--- config.mk ---
export PLATFORM = sky130hd
export DESIGN_NAME = upsp_writeback
export DESIGN_NICKNAME = d
export VERILOG_FILES = /design/src/common/upsp_pkg.sv /design/src/verilog/pixel_packer.sv /design/src/verilog/group_ring.sv /design/src/verilog/axi_burst_writer.sv /design/src/verilog/upsp_writeback.sv
export SDC_FILE = /design/constraint.sdc
export NUM_CORES = 1
export LEC_CHECK = 0
export BUFFER_PORTS_ARGS = -buffer_cell sky130_fd_sc_hd__buf_2
export CELL_PAD_IN_SITES_DETAIL_PLACEMENT = 1
export CELL_PAD_IN_SITES_GLOBAL_PLACEMENT = 1
export CORE_ASPECT_RATIO = 0.9
export CORE_MARGIN = 2
export CORE_UTILIZATION = 53
export CTS_CLUSTER_SIZE = 16
export DETAILED_ROUTE_END_ITERATION = 10
export PLACE_DENSITY_LB_ADDON = 0.1
export SLEW_MARGIN = 30
export SYNTH_ARGS = -nofsm -noshare
export SYNTH_HDL_FRONTEND = slang
export SYNTH_SLANG_ARGS = --single-unit
--- constraint.sdc ---
create_clock -name clk -period 5.2 [get_ports clk]
set_clock_uncertainty 0.15 [all_clocks]
set_input_delay 0.52 -clock clk [delete_from_list [all_inputs] [get_ports clk]]
set_output_delay 0.52 -clock clk [all_outputs]
set_load 0.01 [all_outputs]
--- src/common/upsp_pkg.sv ---
// Up-sampling write-back package with widths, image geometry, address steps and group views
package upsp_pkg;

	// Pixel and bus widths
	localparam int PIX_W  = 24;
	localparam int BEAT_W = 32;
	localparam int ADDR_W = 32;

	// One group is a kernel row of four pixels, sent as three beats
	localparam int PIX_PER_GROUP   = 4;
	localparam int BEATS_PER_BURST = 3;
	localparam int GROUP_W         = PIX_W * PIX_PER_GROUP;

	// One buffer per kernel row
	localparam int RING_DEPTH = 4;

	// Destination image geometry
	localparam int DST_IMG_WIDTH = 32;
	localparam int ROW_BYTES     = DST_IMG_WIDTH * (PIX_W / 8);

	// Kernel walk steps in bytes
	localparam int KERNEL_STEP      = GROUP_W / 8;
	localparam int KERNELS_PER_BAND = DST_IMG_WIDTH / PIX_PER_GROUP;
	// Next band starts four rows further down
	localparam int BAND_STEP        = ROW_BYTES * RING_DEPTH;

	typedef logic [ADDR_W-1:0] addr_t;
	typedef logic [PIX_W-1:0]  pixel_t;
	typedef logic [BEAT_W-1:0] beat_t;

	// Ring index
	typedef logic [$clog2(RING_DEPTH)-1:0] slot_t;

	// One group word, seen as pixels by the packer and as beats by the writer
	// Element 0 sits in the lowest bits in both views
	typedef union packed {
		pixel_t [PIX_PER_GROUP-1:0]   pix;
		beat_t  [BEATS_PER_BURST-1:0] beat;
	} pix_group_u;

endpackage

--- src/verilog/pixel_packer.sv ---
// Pixel packer that gathers incoming pixels into ring slots in round-robin order
`timescale 1ns/1ps

module pixel_packer (
	input  logic             clk,
	input  logic             rst_n,
	input  logic             pix_wr,
	input  upsp_pkg::pixel_t pix_data,
	output logic             pix_ready,
	input  logic             fill_free,
	output logic             fill_en,
	output upsp_pkg::slot_t  fill_slot,
	output logic [1:0]       fill_pixel_idx,
	output upsp_pkg::pixel_t fill_pixel
);

	upsp_pkg::slot_t slot_q;
	logic [1:0]      pix_idx_q;
	logic            last_pix;

	// Source waits while the slot still holds an undrained group
	assign pix_ready = fill_free;

	// Pixel accepted on wr and ready together
	assign fill_en = pix_wr & pix_ready;

	assign fill_slot      = slot_q;
	assign fill_pixel_idx = pix_idx_q;
	// Pixel goes straight into the slot
	assign fill_pixel     = pix_data;

	assign last_pix = (int'(pix_idx_q) == upsp_pkg::PIX_PER_GROUP - 1);

	always_ff @(posedge clk or negedge rst_n) begin
		if (!rst_n) begin
			slot_q    <= '0;
			pix_idx_q <= '0;
		end else if (fill_en) begin
			// Index wraps to 0 after the fourth pixel
			pix_idx_q <= pix_idx_q + 2'd1;
			// Complete group moves the fill to the next slot
			if (last_pix) begin
				slot_q <= slot_q + 1'b1;
			end
		end
	end

endmodule

--- src/verilog/group_ring.sv ---
// Four-entry ring of group buffers with fill and drain valid bits
`timescale 1ns/1ps

module group_ring (
	input  logic                 clk,
	input  logic                 rst_n,
	input  logic                 fill_en,
	input  upsp_pkg::slot_t      fill_slot,
	input  logic [1:0]           fill_pixel_idx,
	input  upsp_pkg::pixel_t     fill_pixel,
	output logic                 fill_free,
	input  logic                 drain_done,
	output logic                 head_valid,
	output upsp_pkg::pix_group_u head_group
);

	// Group storage
	upsp_pkg::pix_group_u ring_q [upsp_pkg::RING_DEPTH];

	logic [upsp_pkg::RING_DEPTH-1:0] valid_q;
	upsp_pkg::slot_t                 rd_ptr_q;
	logic                            fill_last;

	assign fill_last = fill_en &&
		(int'(fill_pixel_idx) == upsp_pkg::PIX_PER_GROUP - 1);

	// Slot under fill is free once its group has been drained
	assign fill_free = ~valid_q[fill_slot];

	// Head slot for the writer
	assign head_valid = valid_q[rd_ptr_q];
	assign head_group = ring_q[rd_ptr_q];

	// Pixel lands through the pixel view
	always_ff @(posedge clk) begin
		if (fill_en) begin
			ring_q[fill_slot].pix[fill_pixel_idx] <= fill_pixel;
		end
	end

	always_ff @(posedge clk or negedge rst_n) begin
		if (!rst_n) begin
			valid_q  <= '0;
			rd_ptr_q <= '0;
		end else begin
			// Fourth pixel makes the group visible on the next edge
			if (fill_last) begin
				valid_q[fill_slot] <= 1'b1;
			end
			// Last beat accepted, free the slot and step the head
			if (drain_done) begin
				valid_q[rd_ptr_q] <= 1'b0;
				rd_ptr_q          <= rd_ptr_q + 1'b1;
			end
		end
	end

	// Writer only drains groups that were completed
	assert property (@(posedge clk) disable iff (!rst_n)
		drain_done |-> valid_q[rd_ptr_q]);

	// Pixels never land in a group still waiting for the bus
	assert property (@(posedge clk) disable iff (!rst_n)
		fill_en |-> !valid_q[fill_slot]);

endmodule

--- src/verilog/axi_burst_writer.sv ---
// AXI4 write master sending each full group as a three-beat burst along the kernel walk
`timescale 1ns/1ps

module axi_burst_writer (
	input  logic                 clk,
	input  logic                 rst_n,
	input  logic                 up_start,
	input  logic                 up_end,
	input  upsp_pkg::addr_t      dst_base,
	input  logic                 head_valid,
	input  upsp_pkg::pix_group_u head_group,
	output logic                 drain_done,
	output logic                 awvalid,
	output upsp_pkg::addr_t      awaddr,
	input  logic                 awready,
	output logic                 wvalid,
	output upsp_pkg::beat_t      wdata,
	output logic                 wlast,
	input  logic                 wready,
	input  logic                 bvalid,
	input  logic [1:0]           bresp,
	output logic                 bready
);

	// Burst FSM, one burst outstanding at most
	typedef enum logic [2:0] {
		S_IDLE,
		S_ADDR,
		S_DATA,
		S_BWAIT,
		S_BACK
	} state_e;

	state_e state_q;

	logic processing_q;
	logic new_start;
	logic aw_hs;
	logic w_hs;
	logic b_hs;
	logic burst_open_q;

	logic [1:0] beat_cnt_q;

	// Kernel walk
	upsp_pkg::addr_t kern_addr_q;
	upsp_pkg::addr_t band_addr_q;
	upsp_pkg::addr_t row_offset;
	logic [1:0]      row_cnt_q;
	logic [$clog2(upsp_pkg::KERNELS_PER_BAND)-1:0] kern_col_q;

	assign new_start = up_start & ~up_end & ~processing_q;

	assign aw_hs = awvalid & awready;
	assign w_hs  = wvalid & wready;
	assign b_hs  = bvalid & bready;

	// Channel outputs decoded from the state register
	assign awvalid = (state_q == S_ADDR);
	assign wvalid  = (state_q == S_DATA);
	assign bready  = (state_q == S_BACK);
	assign wlast   = wvalid && (int'(beat_cnt_q) == upsp_pkg::BEATS_PER_BURST - 1);

	// Beat picked through the beat view of the head group
	assign wdata = head_group.beat[beat_cnt_q];

	// Slot is released as the last beat goes out
	assign drain_done = w_hs & wlast;

	// Row offset inside the kernel
	assign row_offset = upsp_pkg::addr_t'(row_cnt_q) *
		upsp_pkg::addr_t'(upsp_pkg::ROW_BYTES);
	assign awaddr = kern_addr_q + row_offset;

	always_ff @(posedge clk or negedge rst_n) begin
		if (!rst_n) begin
			processing_q <= 1'b0;
		end else if (new_start) begin
			processing_q <= 1'b1;
		end else if (up_end & ~up_start) begin
			processing_q <= 1'b0;
		end
	end

	always_ff @(posedge clk or negedge rst_n) begin
		if (!rst_n) begin
			state_q    <= S_IDLE;
			beat_cnt_q <= '0;
		end else begin
			case (state_q)
				S_IDLE: begin
					if (head_valid) begin
						state_q <= S_ADDR;
					end
				end
				// Hold awvalid until the slave takes it
				S_ADDR: begin
					if (awready) begin
						state_q <= S_DATA;
					end
				end
				S_DATA: begin
					if (wready) begin
						if (wlast) begin
							beat_cnt_q <= '0;
							state_q    <= S_BWAIT;
						end else begin
							beat_cnt_q <= beat_cnt_q + 2'd1;
						end
					end
				end
				S_BWAIT: begin
					if (bvalid) begin
						state_q <= S_BACK;
					end
				end
				// One-cycle bready, burst closed
				S_BACK: begin
					state_q <= S_IDLE;
				end
				default: begin
					state_q <= S_IDLE;
				end
			endcase
		end
	end

	// Address walk, steps on each AW handshake
	always_ff @(posedge clk or negedge rst_n) begin
		if (!rst_n) begin
			kern_addr_q <= '0;
			band_addr_q <= '0;
			row_cnt_q   <= '0;
			kern_col_q  <= '0;
		end else if (new_start) begin
			kern_addr_q <= dst_base;
			band_addr_q <= dst_base;
			row_cnt_q   <= '0;
			kern_col_q  <= '0;
		end else if (aw_hs) begin
			row_cnt_q <= row_cnt_q + 2'd1;
			// Last row of the kernel done
			if (int'(row_cnt_q) == upsp_pkg::RING_DEPTH - 1) begin
				if (int'(kern_col_q) == upsp_pkg::KERNELS_PER_BAND - 1) begin
					// Right edge reached, down to the next band
					kern_col_q  <= '0;
					band_addr_q <= band_addr_q + upsp_pkg::addr_t'(upsp_pkg::BAND_STEP);
					kern_addr_q <= band_addr_q + upsp_pkg::addr_t'(upsp_pkg::BAND_STEP);
				end else begin
					kern_col_q  <= kern_col_q + 1'b1;
					kern_addr_q <= kern_addr_q + upsp_pkg::addr_t'(upsp_pkg::KERNEL_STEP);
				end
			end
		end
	end

	// Tracks AW to B span from the handshakes alone
	always_ff @(posedge clk or negedge rst_n) begin
		if (!rst_n) begin
			burst_open_q <= 1'b0;
		end else if (aw_hs) begin
			burst_open_q <= 1'b1;
		end else if (b_hs) begin
			burst_open_q <= 1'b0;
		end
	end

	// No new address while a burst waits for its response
	assert property (@(posedge clk) disable iff (!rst_n)
		awvalid |-> !burst_open_q);

	// Head group stays put until its last beat is out
	assert property (@(posedge clk) disable iff (!rst_n)
		wvalid |-> head_valid);

	assert property (@(posedge clk) disable iff (!rst_n)
		beat_cnt_q < 2'd3);

	// Memory side expected to answer OKAY
	assert property (@(posedge clk) disable iff (!rst_n)
		b_hs |-> (bresp == 2'b00));

endmodule

--- src/verilog/upsp_writeback.sv ---
// Up-sampling write-back top joining the pixel packer, group ring and AXI burst writer
`timescale 1ns/1ps

module upsp_writeback (
	input  logic             clk,
	input  logic             rst_n,
	input  logic             up_start,
	input  logic             up_end,
	input  upsp_pkg::addr_t  dst_base,
	input  logic             pix_wr,
	input  upsp_pkg::pixel_t pix_data,
	output logic             pix_ready,
	output logic             awvalid,
	output upsp_pkg::addr_t  awaddr,
	input  logic             awready,
	output logic             wvalid,
	output upsp_pkg::beat_t  wdata,
	output logic             wlast,
	input  logic             wready,
	input  logic             bvalid,
	input  logic [1:0]       bresp,
	output logic             bready
);

	// Packer to ring
	logic             fill_en;
	upsp_pkg::slot_t  fill_slot;
	logic [1:0]       fill_pixel_idx;
	upsp_pkg::pixel_t fill_pixel;
	logic             fill_free;

	// Ring to writer
	logic                 head_valid;
	upsp_pkg::pix_group_u head_group;
	logic                 drain_done;

	pixel_packer u_packer (
		.clk            (clk),
		.rst_n          (rst_n),
		.pix_wr         (pix_wr),
		.pix_data       (pix_data),
		.pix_ready      (pix_ready),
		.fill_free      (fill_free),
		.fill_en        (fill_en),
		.fill_slot      (fill_slot),
		.fill_pixel_idx (fill_pixel_idx),
		.fill_pixel     (fill_pixel)
	);

	group_ring u_ring (
		.clk            (clk),
		.rst_n          (rst_n),
		.fill_en        (fill_en),
		.fill_slot      (fill_slot),
		.fill_pixel_idx (fill_pixel_idx),
		.fill_pixel     (fill_pixel),
		.fill_free      (fill_free),
		.drain_done     (drain_done),
		.head_valid     (head_valid),
		.head_group     (head_group)
	);

	axi_burst_writer u_writer (
		.clk        (clk),
		.rst_n      (rst_n),
		.up_start   (up_start),
		.up_end     (up_end),
		.dst_base   (dst_base),
		.head_valid (head_valid),
		.head_group (head_group),
		.drain_done (drain_done),
		.awvalid    (awvalid),
		.awaddr     (awaddr),
		.awready    (awready),
		.wvalid     (wvalid),
		.wdata      (wdata),
		.wlast      (wlast),
		.wready     (wready),
		.bvalid     (bvalid),
		.bresp      (bresp),
		.bready     (bready)
	);

endmodule

# Word level (Yosys, flattened, before mapping)
# Memories as Yosys holds them, arrays and structs flattened.
# Cells that the tools add are included.
[totals]
regBits = 85
latchBits = 0
mem_bits_rw = 384
rom_bits = 0
input_bits = 66
output_inout_bits = 69
memories = 1
[classes]
addsub = 9
multipliers = 1
div = 0
order_cmp = 7
n_eq_ne = 13
shifts = 0
mux = 39
bitwise_logic = 14
reduce_logical = 15
[mem_list]
columns = ["name", "words", "width", "read_ports", "rd_clocked_by_memory_dff", "write_ports", "line_no", "rtl"]
rows = [
  ["u_ring.ring_q", 4, 96, 1, 0, 1, "group_ring.sv:18", "upsp_pkg::pix_group_u ring_q [upsp_pkg::RING_DEPTH];"],
]
[ops]
columns = ["operator", "n"]
rows = [
  ["two-way mux 32 bit", 9],
  ["two-way mux 96 bit", 1],
  ["binary-select mux 32 bit (select 2 bit)", 1],
  ["demux 24 bit (select 2 bit)", 1],
  ["adder 32 x 4 -> 32 bit, second input constant", 1],
  ["adder 32 x 9 -> 32 bit", 1],
  ["adder 32 x 9 -> 32 bit, second input constant", 1],
  ["two-way mux 3 bit", 9],
  ["two-way mux 24 bit", 1],
  ["< comparator 2 x 3 -> 1 bit, second input constant", 4],
  ["case mux 3 bit (4 select lines)", 1],
  ["adder 2 x 1 -> 2 bit, second input constant", 5],
  ["inequality test 2 bit, second input constant", 5],
  ["two-way mux 4 bit", 2],
  ["nonzero test 2 bit", 4],
  ["bitwise AND 1 bit", 7],
  ["two-way mux 1 bit", 7],
  ["equality test 3 x 1 -> 1 bit, second input constant", 2],
  ["equality test 3 x 2 -> 1 bit, second input constant", 2],
  [">= comparator 2 x 1 -> 1 bit, second input constant", 3],
  ["two-way mux 2 bit", 3],
  ["AND reduction 2 bit", 3],
  ["logical AND 1 bit", 5],
  ["AND reduction 5 bit", 1],
  ["other kinds (13)", 19],
]

# Longest topological paths before layout
[depth]
depth_word = 8
depth_mapped = 10
depth_no_buf = 10

# By module
# A second synthesis with hierarchy kept.
[unflattened]
cells_unflattened = 1371
hier_area_um2 = 20758.7
[modules_own_cells]
columns = ["module", "n_inst", "cells_per_inst", "area_each_um2"]
rows = [
  ["group_ring", 1, 548, 14272.4],
  ["axi_burst_writer", 1, 785, 6123.4],
  ["pixel_packer", 1, 38, 362.8],
]

# Worst setup path before layout
# OpenSTA, ideal clock, no wires.
[synth_timing]
path_type = "register to output"
from = "register u_writer.row_cnt_q[0]"
to = "output awaddr[29]"
arrival_time_ps = 2204
required_time_ps = 4530
path_slack_ps = 2326
path_stages_with_launch = 9
path_buffers = 0
cell_sequence = "dfrtp_1 -> inv_1 -> ha_1 -> fa_1 -> nor2b_1 -> o21a_1 -> o21ai_0 -> nor4_1 -> xor2_1"
[synth_via]
elab_chain_len = 2
[synth_lines]
columns = ["element", "line_no", "rtl"]
rows = [
  ["start: declaration", "axi_burst_writer.sv:49", "logic [1:0] row_cnt_q;"],
  ["start signal: assignment", "axi_burst_writer.sv:141", "row_cnt_q <= row_cnt_q + 2'd1;"],
  ["multiplier 2 x 2 -> 4 bit", "axi_burst_writer.sv:71", "assign row_offset = upsp_pkg::addr_t'(row_cnt_q) *"],
  ["adder 32 x 9 -> 32 bit", "axi_burst_writer.sv:73", "assign awaddr = kern_addr_q + row_offset;"],
  ["end: declaration", "upsp_writeback.sv:14", "output upsp_pkg::addr_t awaddr,"],
]
# No other way between the ends.

# Worst setup path after layout
# Ends and elaborated chain as after synthesis.

==> impl_metrics.yaml <==
min_path:
  hp-class: "in -> reg"
place:
  gp_congestion: 0.884
  dp_hpwl_um: 34900
  numPortBuffers: 132
  postPlaceCellArea_um2: 21700
sta:
  hold_violations: 0
  maxSlewViolCount: 0
  slew_headroom_pct: 40.4
  rsz0062_at_grt: "no"
  tns_ps: 0
  final-setup-viol-count: 0
  fmax_ghz: 0.261
  period_needed_ps: 3840
  finalCritPeriodShare_pct: 73.8
  tightest_slew_ps: 894
global_route:
  track_usage_pct: 28.4
  grt_pass1_vias: 12900
  antenna_found_initial: 0
  grt_overflow_total: 0
  grt_start_max_net_pins: 55
  grt_first_pass_wirelength_um: 83800
drt:
  drc: 0
  wire_per_inst_um: 27.6
  drtIter0Drc: 1215
  ant_nets: 0
  vias_per_cell: 6.24
  vias: 12600
  first_pass_iters: 5
  drt_wl_total_um: 55600
critical_path:
  required_ps: 4530
  slowest_stage: "fa_1"
  slowest_delay_ps: 450
  r2r_end: "u_ring.ring_q[3][85]"
  crit_type: "reg -> out"
  cp_num_buf_inv: 2
  r2r-start: "u_packer.fill_slot[0]"
  startpoint: "u_writer.row_cnt_q[0]"
  cp.arrival_ps: 3170
  path_depth: 9
  worstSetupEndpointType: "primary output"
  reg2reg_slack_ps: 1930
  critPathTopFamily: "adder cells"
  r2r_cells: 4
  crit_fanout: 5
  crit_end: "awaddr[29]"
  cp_cell_sequence: "inv_1 -> ha_1 -> fa_1 -> nor2b_1 -> o21a_1 -> o21ai_0 -> nor4_1 -> xor2_1 -> buf_2"
  cp-start-kind: "register"
clock_tree:
  cts_buffers: 48
  cts-htree-levels: 2
  cts_tree: "done"
  cts_root_buffer: "clkbuf_16"
  cts_sinks: 469
  clk_pin_slew_ps: 60
  cts.repair.resized: 0
  cts_max_path_buffers: 3
  clkLatencyLatePin_ps: 580
layout:
  layout.nets: 1573
  syn_to_final_growth_pct: 13.2
  final_layout_size_suffix_gt1_share_pct: 23.6
  design_area_um2: 23300
  n_fill_cell: 3572
die:
  die_y_um: 191
  row_count: 68
  initial_utilization_pct: 53.8
  die-area_um2: 40400
  fp.coreArea_um2: 38300
  die_w_um: 212
  io_pins: 135
logic_synthesis:
  synthTopCellsByCount: "edfxtp_1, mux4_2, nand2_1"
  synth_seq_cells: 469
  yosys.area.top_type: "edfxtp_1"
  synth.top_cells.by_area: "edfxtp_1, mux4_2, dfrtp_1"
  syn-instance-count: 1339
  synth-async-reset-ratio_pct: 18.1
  synthesis.area_um2: 20600
  dominantRegCellSynth: "edfxtp_1"
  synth_edf_count: 384
  yosysSeqAreaShare_pct: 66.3
  synth.most_common_cell: "edfxtp_1"
  ys_types: 75
  synth_top_area_share_pct: 56.0
  syn_area_per_cell_um2: 15.4
  yosysWarnings: 0
  syn_nets: 1429
power:
  irDropWorstVdd_mv: 0.313
  leakagePower_nw: 8.41
  cellPowerDensity_nw_per_um2: 499
outcome:
  outcome: "finished clean"
run:
  drv_cap: 0
## tightest hold or removal path: cells and delay by family
family	cells	cell delay, ps
AND/OR/NAND/NOR	2	120
buffers and inverters	1	80
## per-stage QoR
step / power (mW) / instances / setup WS, ps / hold WS, ps / util [%]
2_1_floorplan: 7.14 / 1339 / 2330 / 74.4 / -
3_3_place_gp: 8.26 / 1916 / 1760 / 301 / 56.8
3_5_place_dp: 8.38 / 1916 / 1600 / 311 / 56.8
4_1_cts: 11.7 / 2013 / 1360 / 10.9 / 60.9
5_1_grt: 12.1 / 2013 / 1170 / 37.0 / 60.9
6_report: 11.6 / 2014 / 1360 / 31.1 / 60.9
## routing by layer
layer	up-vias	GRT usage (%)	part of all wire, %
met4	0	6.53	1.6
met5	-	0	0
met3	59	4.91	7.5
met1	6606	44.7	46
li1	5420	-	-
met2	482	41.7	45
## worst min path at each step
stage                                 start                          to  slack, ps  depth (start not counted)
finish                          dst_base[5]     u_writer.band_addr_q[5]         30                          3
global route                    dst_base[5]     u_writer.band_addr_q[5]         40                          3
CTS                             dst_base[5]     u_writer.band_addr_q[5]         10                          3
detailed placement  u_writer.band_addr_q[1]     u_writer.band_addr_q[1]        310                          2
global placement    u_writer.band_addr_q[1]     u_writer.band_addr_q[1]        300                          2
floorplan                             rst_n  u_packer.fill_pixel_idx[0]         70                          0
## cell families after synthesis
| logic type | Yosys count | synth area share (%) |
|---|---|---|
| AOI/OAI and AO/OA | 190 | 5.60 |
| DFF | 469 | 66.3 |
| buffers and inverters | 132 | 2.98 |
| adders and majority gates | 24 | 1.50 |
| muxes | 137 | 12.6 |
| and+or+nand+nor | 314 | 7.83 |
| xor gates and xnor gates | 73 | 3.11 |
## layout by cell type, fill, tap and decap left out, drive strengths merged, types with 5 or more instances in the layout
cell and instances:
o211ai 7, nor4 14, mux4 98, nand2 90, o21ai 49, and4 5, a21oi 49, o22ai 40
mux2i 35, or3 5, ha 23, buf 165, xor2 32, inv 56, edfxtp 384, dlygate4sd3 7
and2 8, a31oi 8, clkbuf 65, nor3 14, nand2b 6, nand4 17, xnor2 41, dfrtp 85
nand3 21, and3 22, nor2 90, clkinv 19, a211oi 7
## flip-flops by register name (all words and copies together) (netlist names)
register / cells
u_ring.ring_q: 384
u_writer.band_addr_q: 32
u_writer.kern_addr_q: 32
u_ring.valid_q: 4
u_writer.kern_col_q: 3
u_writer.state_q: 3
u_packer.fill_pixel_idx: 2
u_packer.fill_slot: 2
u_ring.rd_ptr_q: 2
u_writer.beat_cnt_q: 2
u_writer.row_cnt_q: 2
u_writer.processing_q: 1
## final cells by class
| class | count | area, um2 | share of cell area (%) |
|---|---|---|---|
| Clock inverter | 25 | 179 | 0.768 |
| Multi-Input combinational cell | 738 | 6340 | 27.2 |
| Clock buffer | 65 | 1320 | 5.65 |
| Inverter | 54 | 203 | 0.870 |
| Timing Repair Buffer | 172 | 993 | 4.26 |
| Antenna cell | 1 | 2.50 | 0.0107 |
| Sequential cell | 469 | 13700 | 58.6 |
| Tap cell | 490 | 613 | 2.63 |
## power breakdown
group | switching (mW) | leakage (nW) | internal (mW)
combinational | 1.88 | 3.19 | 1.50
clock | 1.44 | 0.729 | 1.88
sequential | 0.438 | 4.49 | 4.49
## what timing repair did
action	CTS	global route
endpoints found under the hold margin	48	0
buffers inserted	0	0
hold buffers	7	0
No activity file was read; power rests on OpenSTA's default activity.
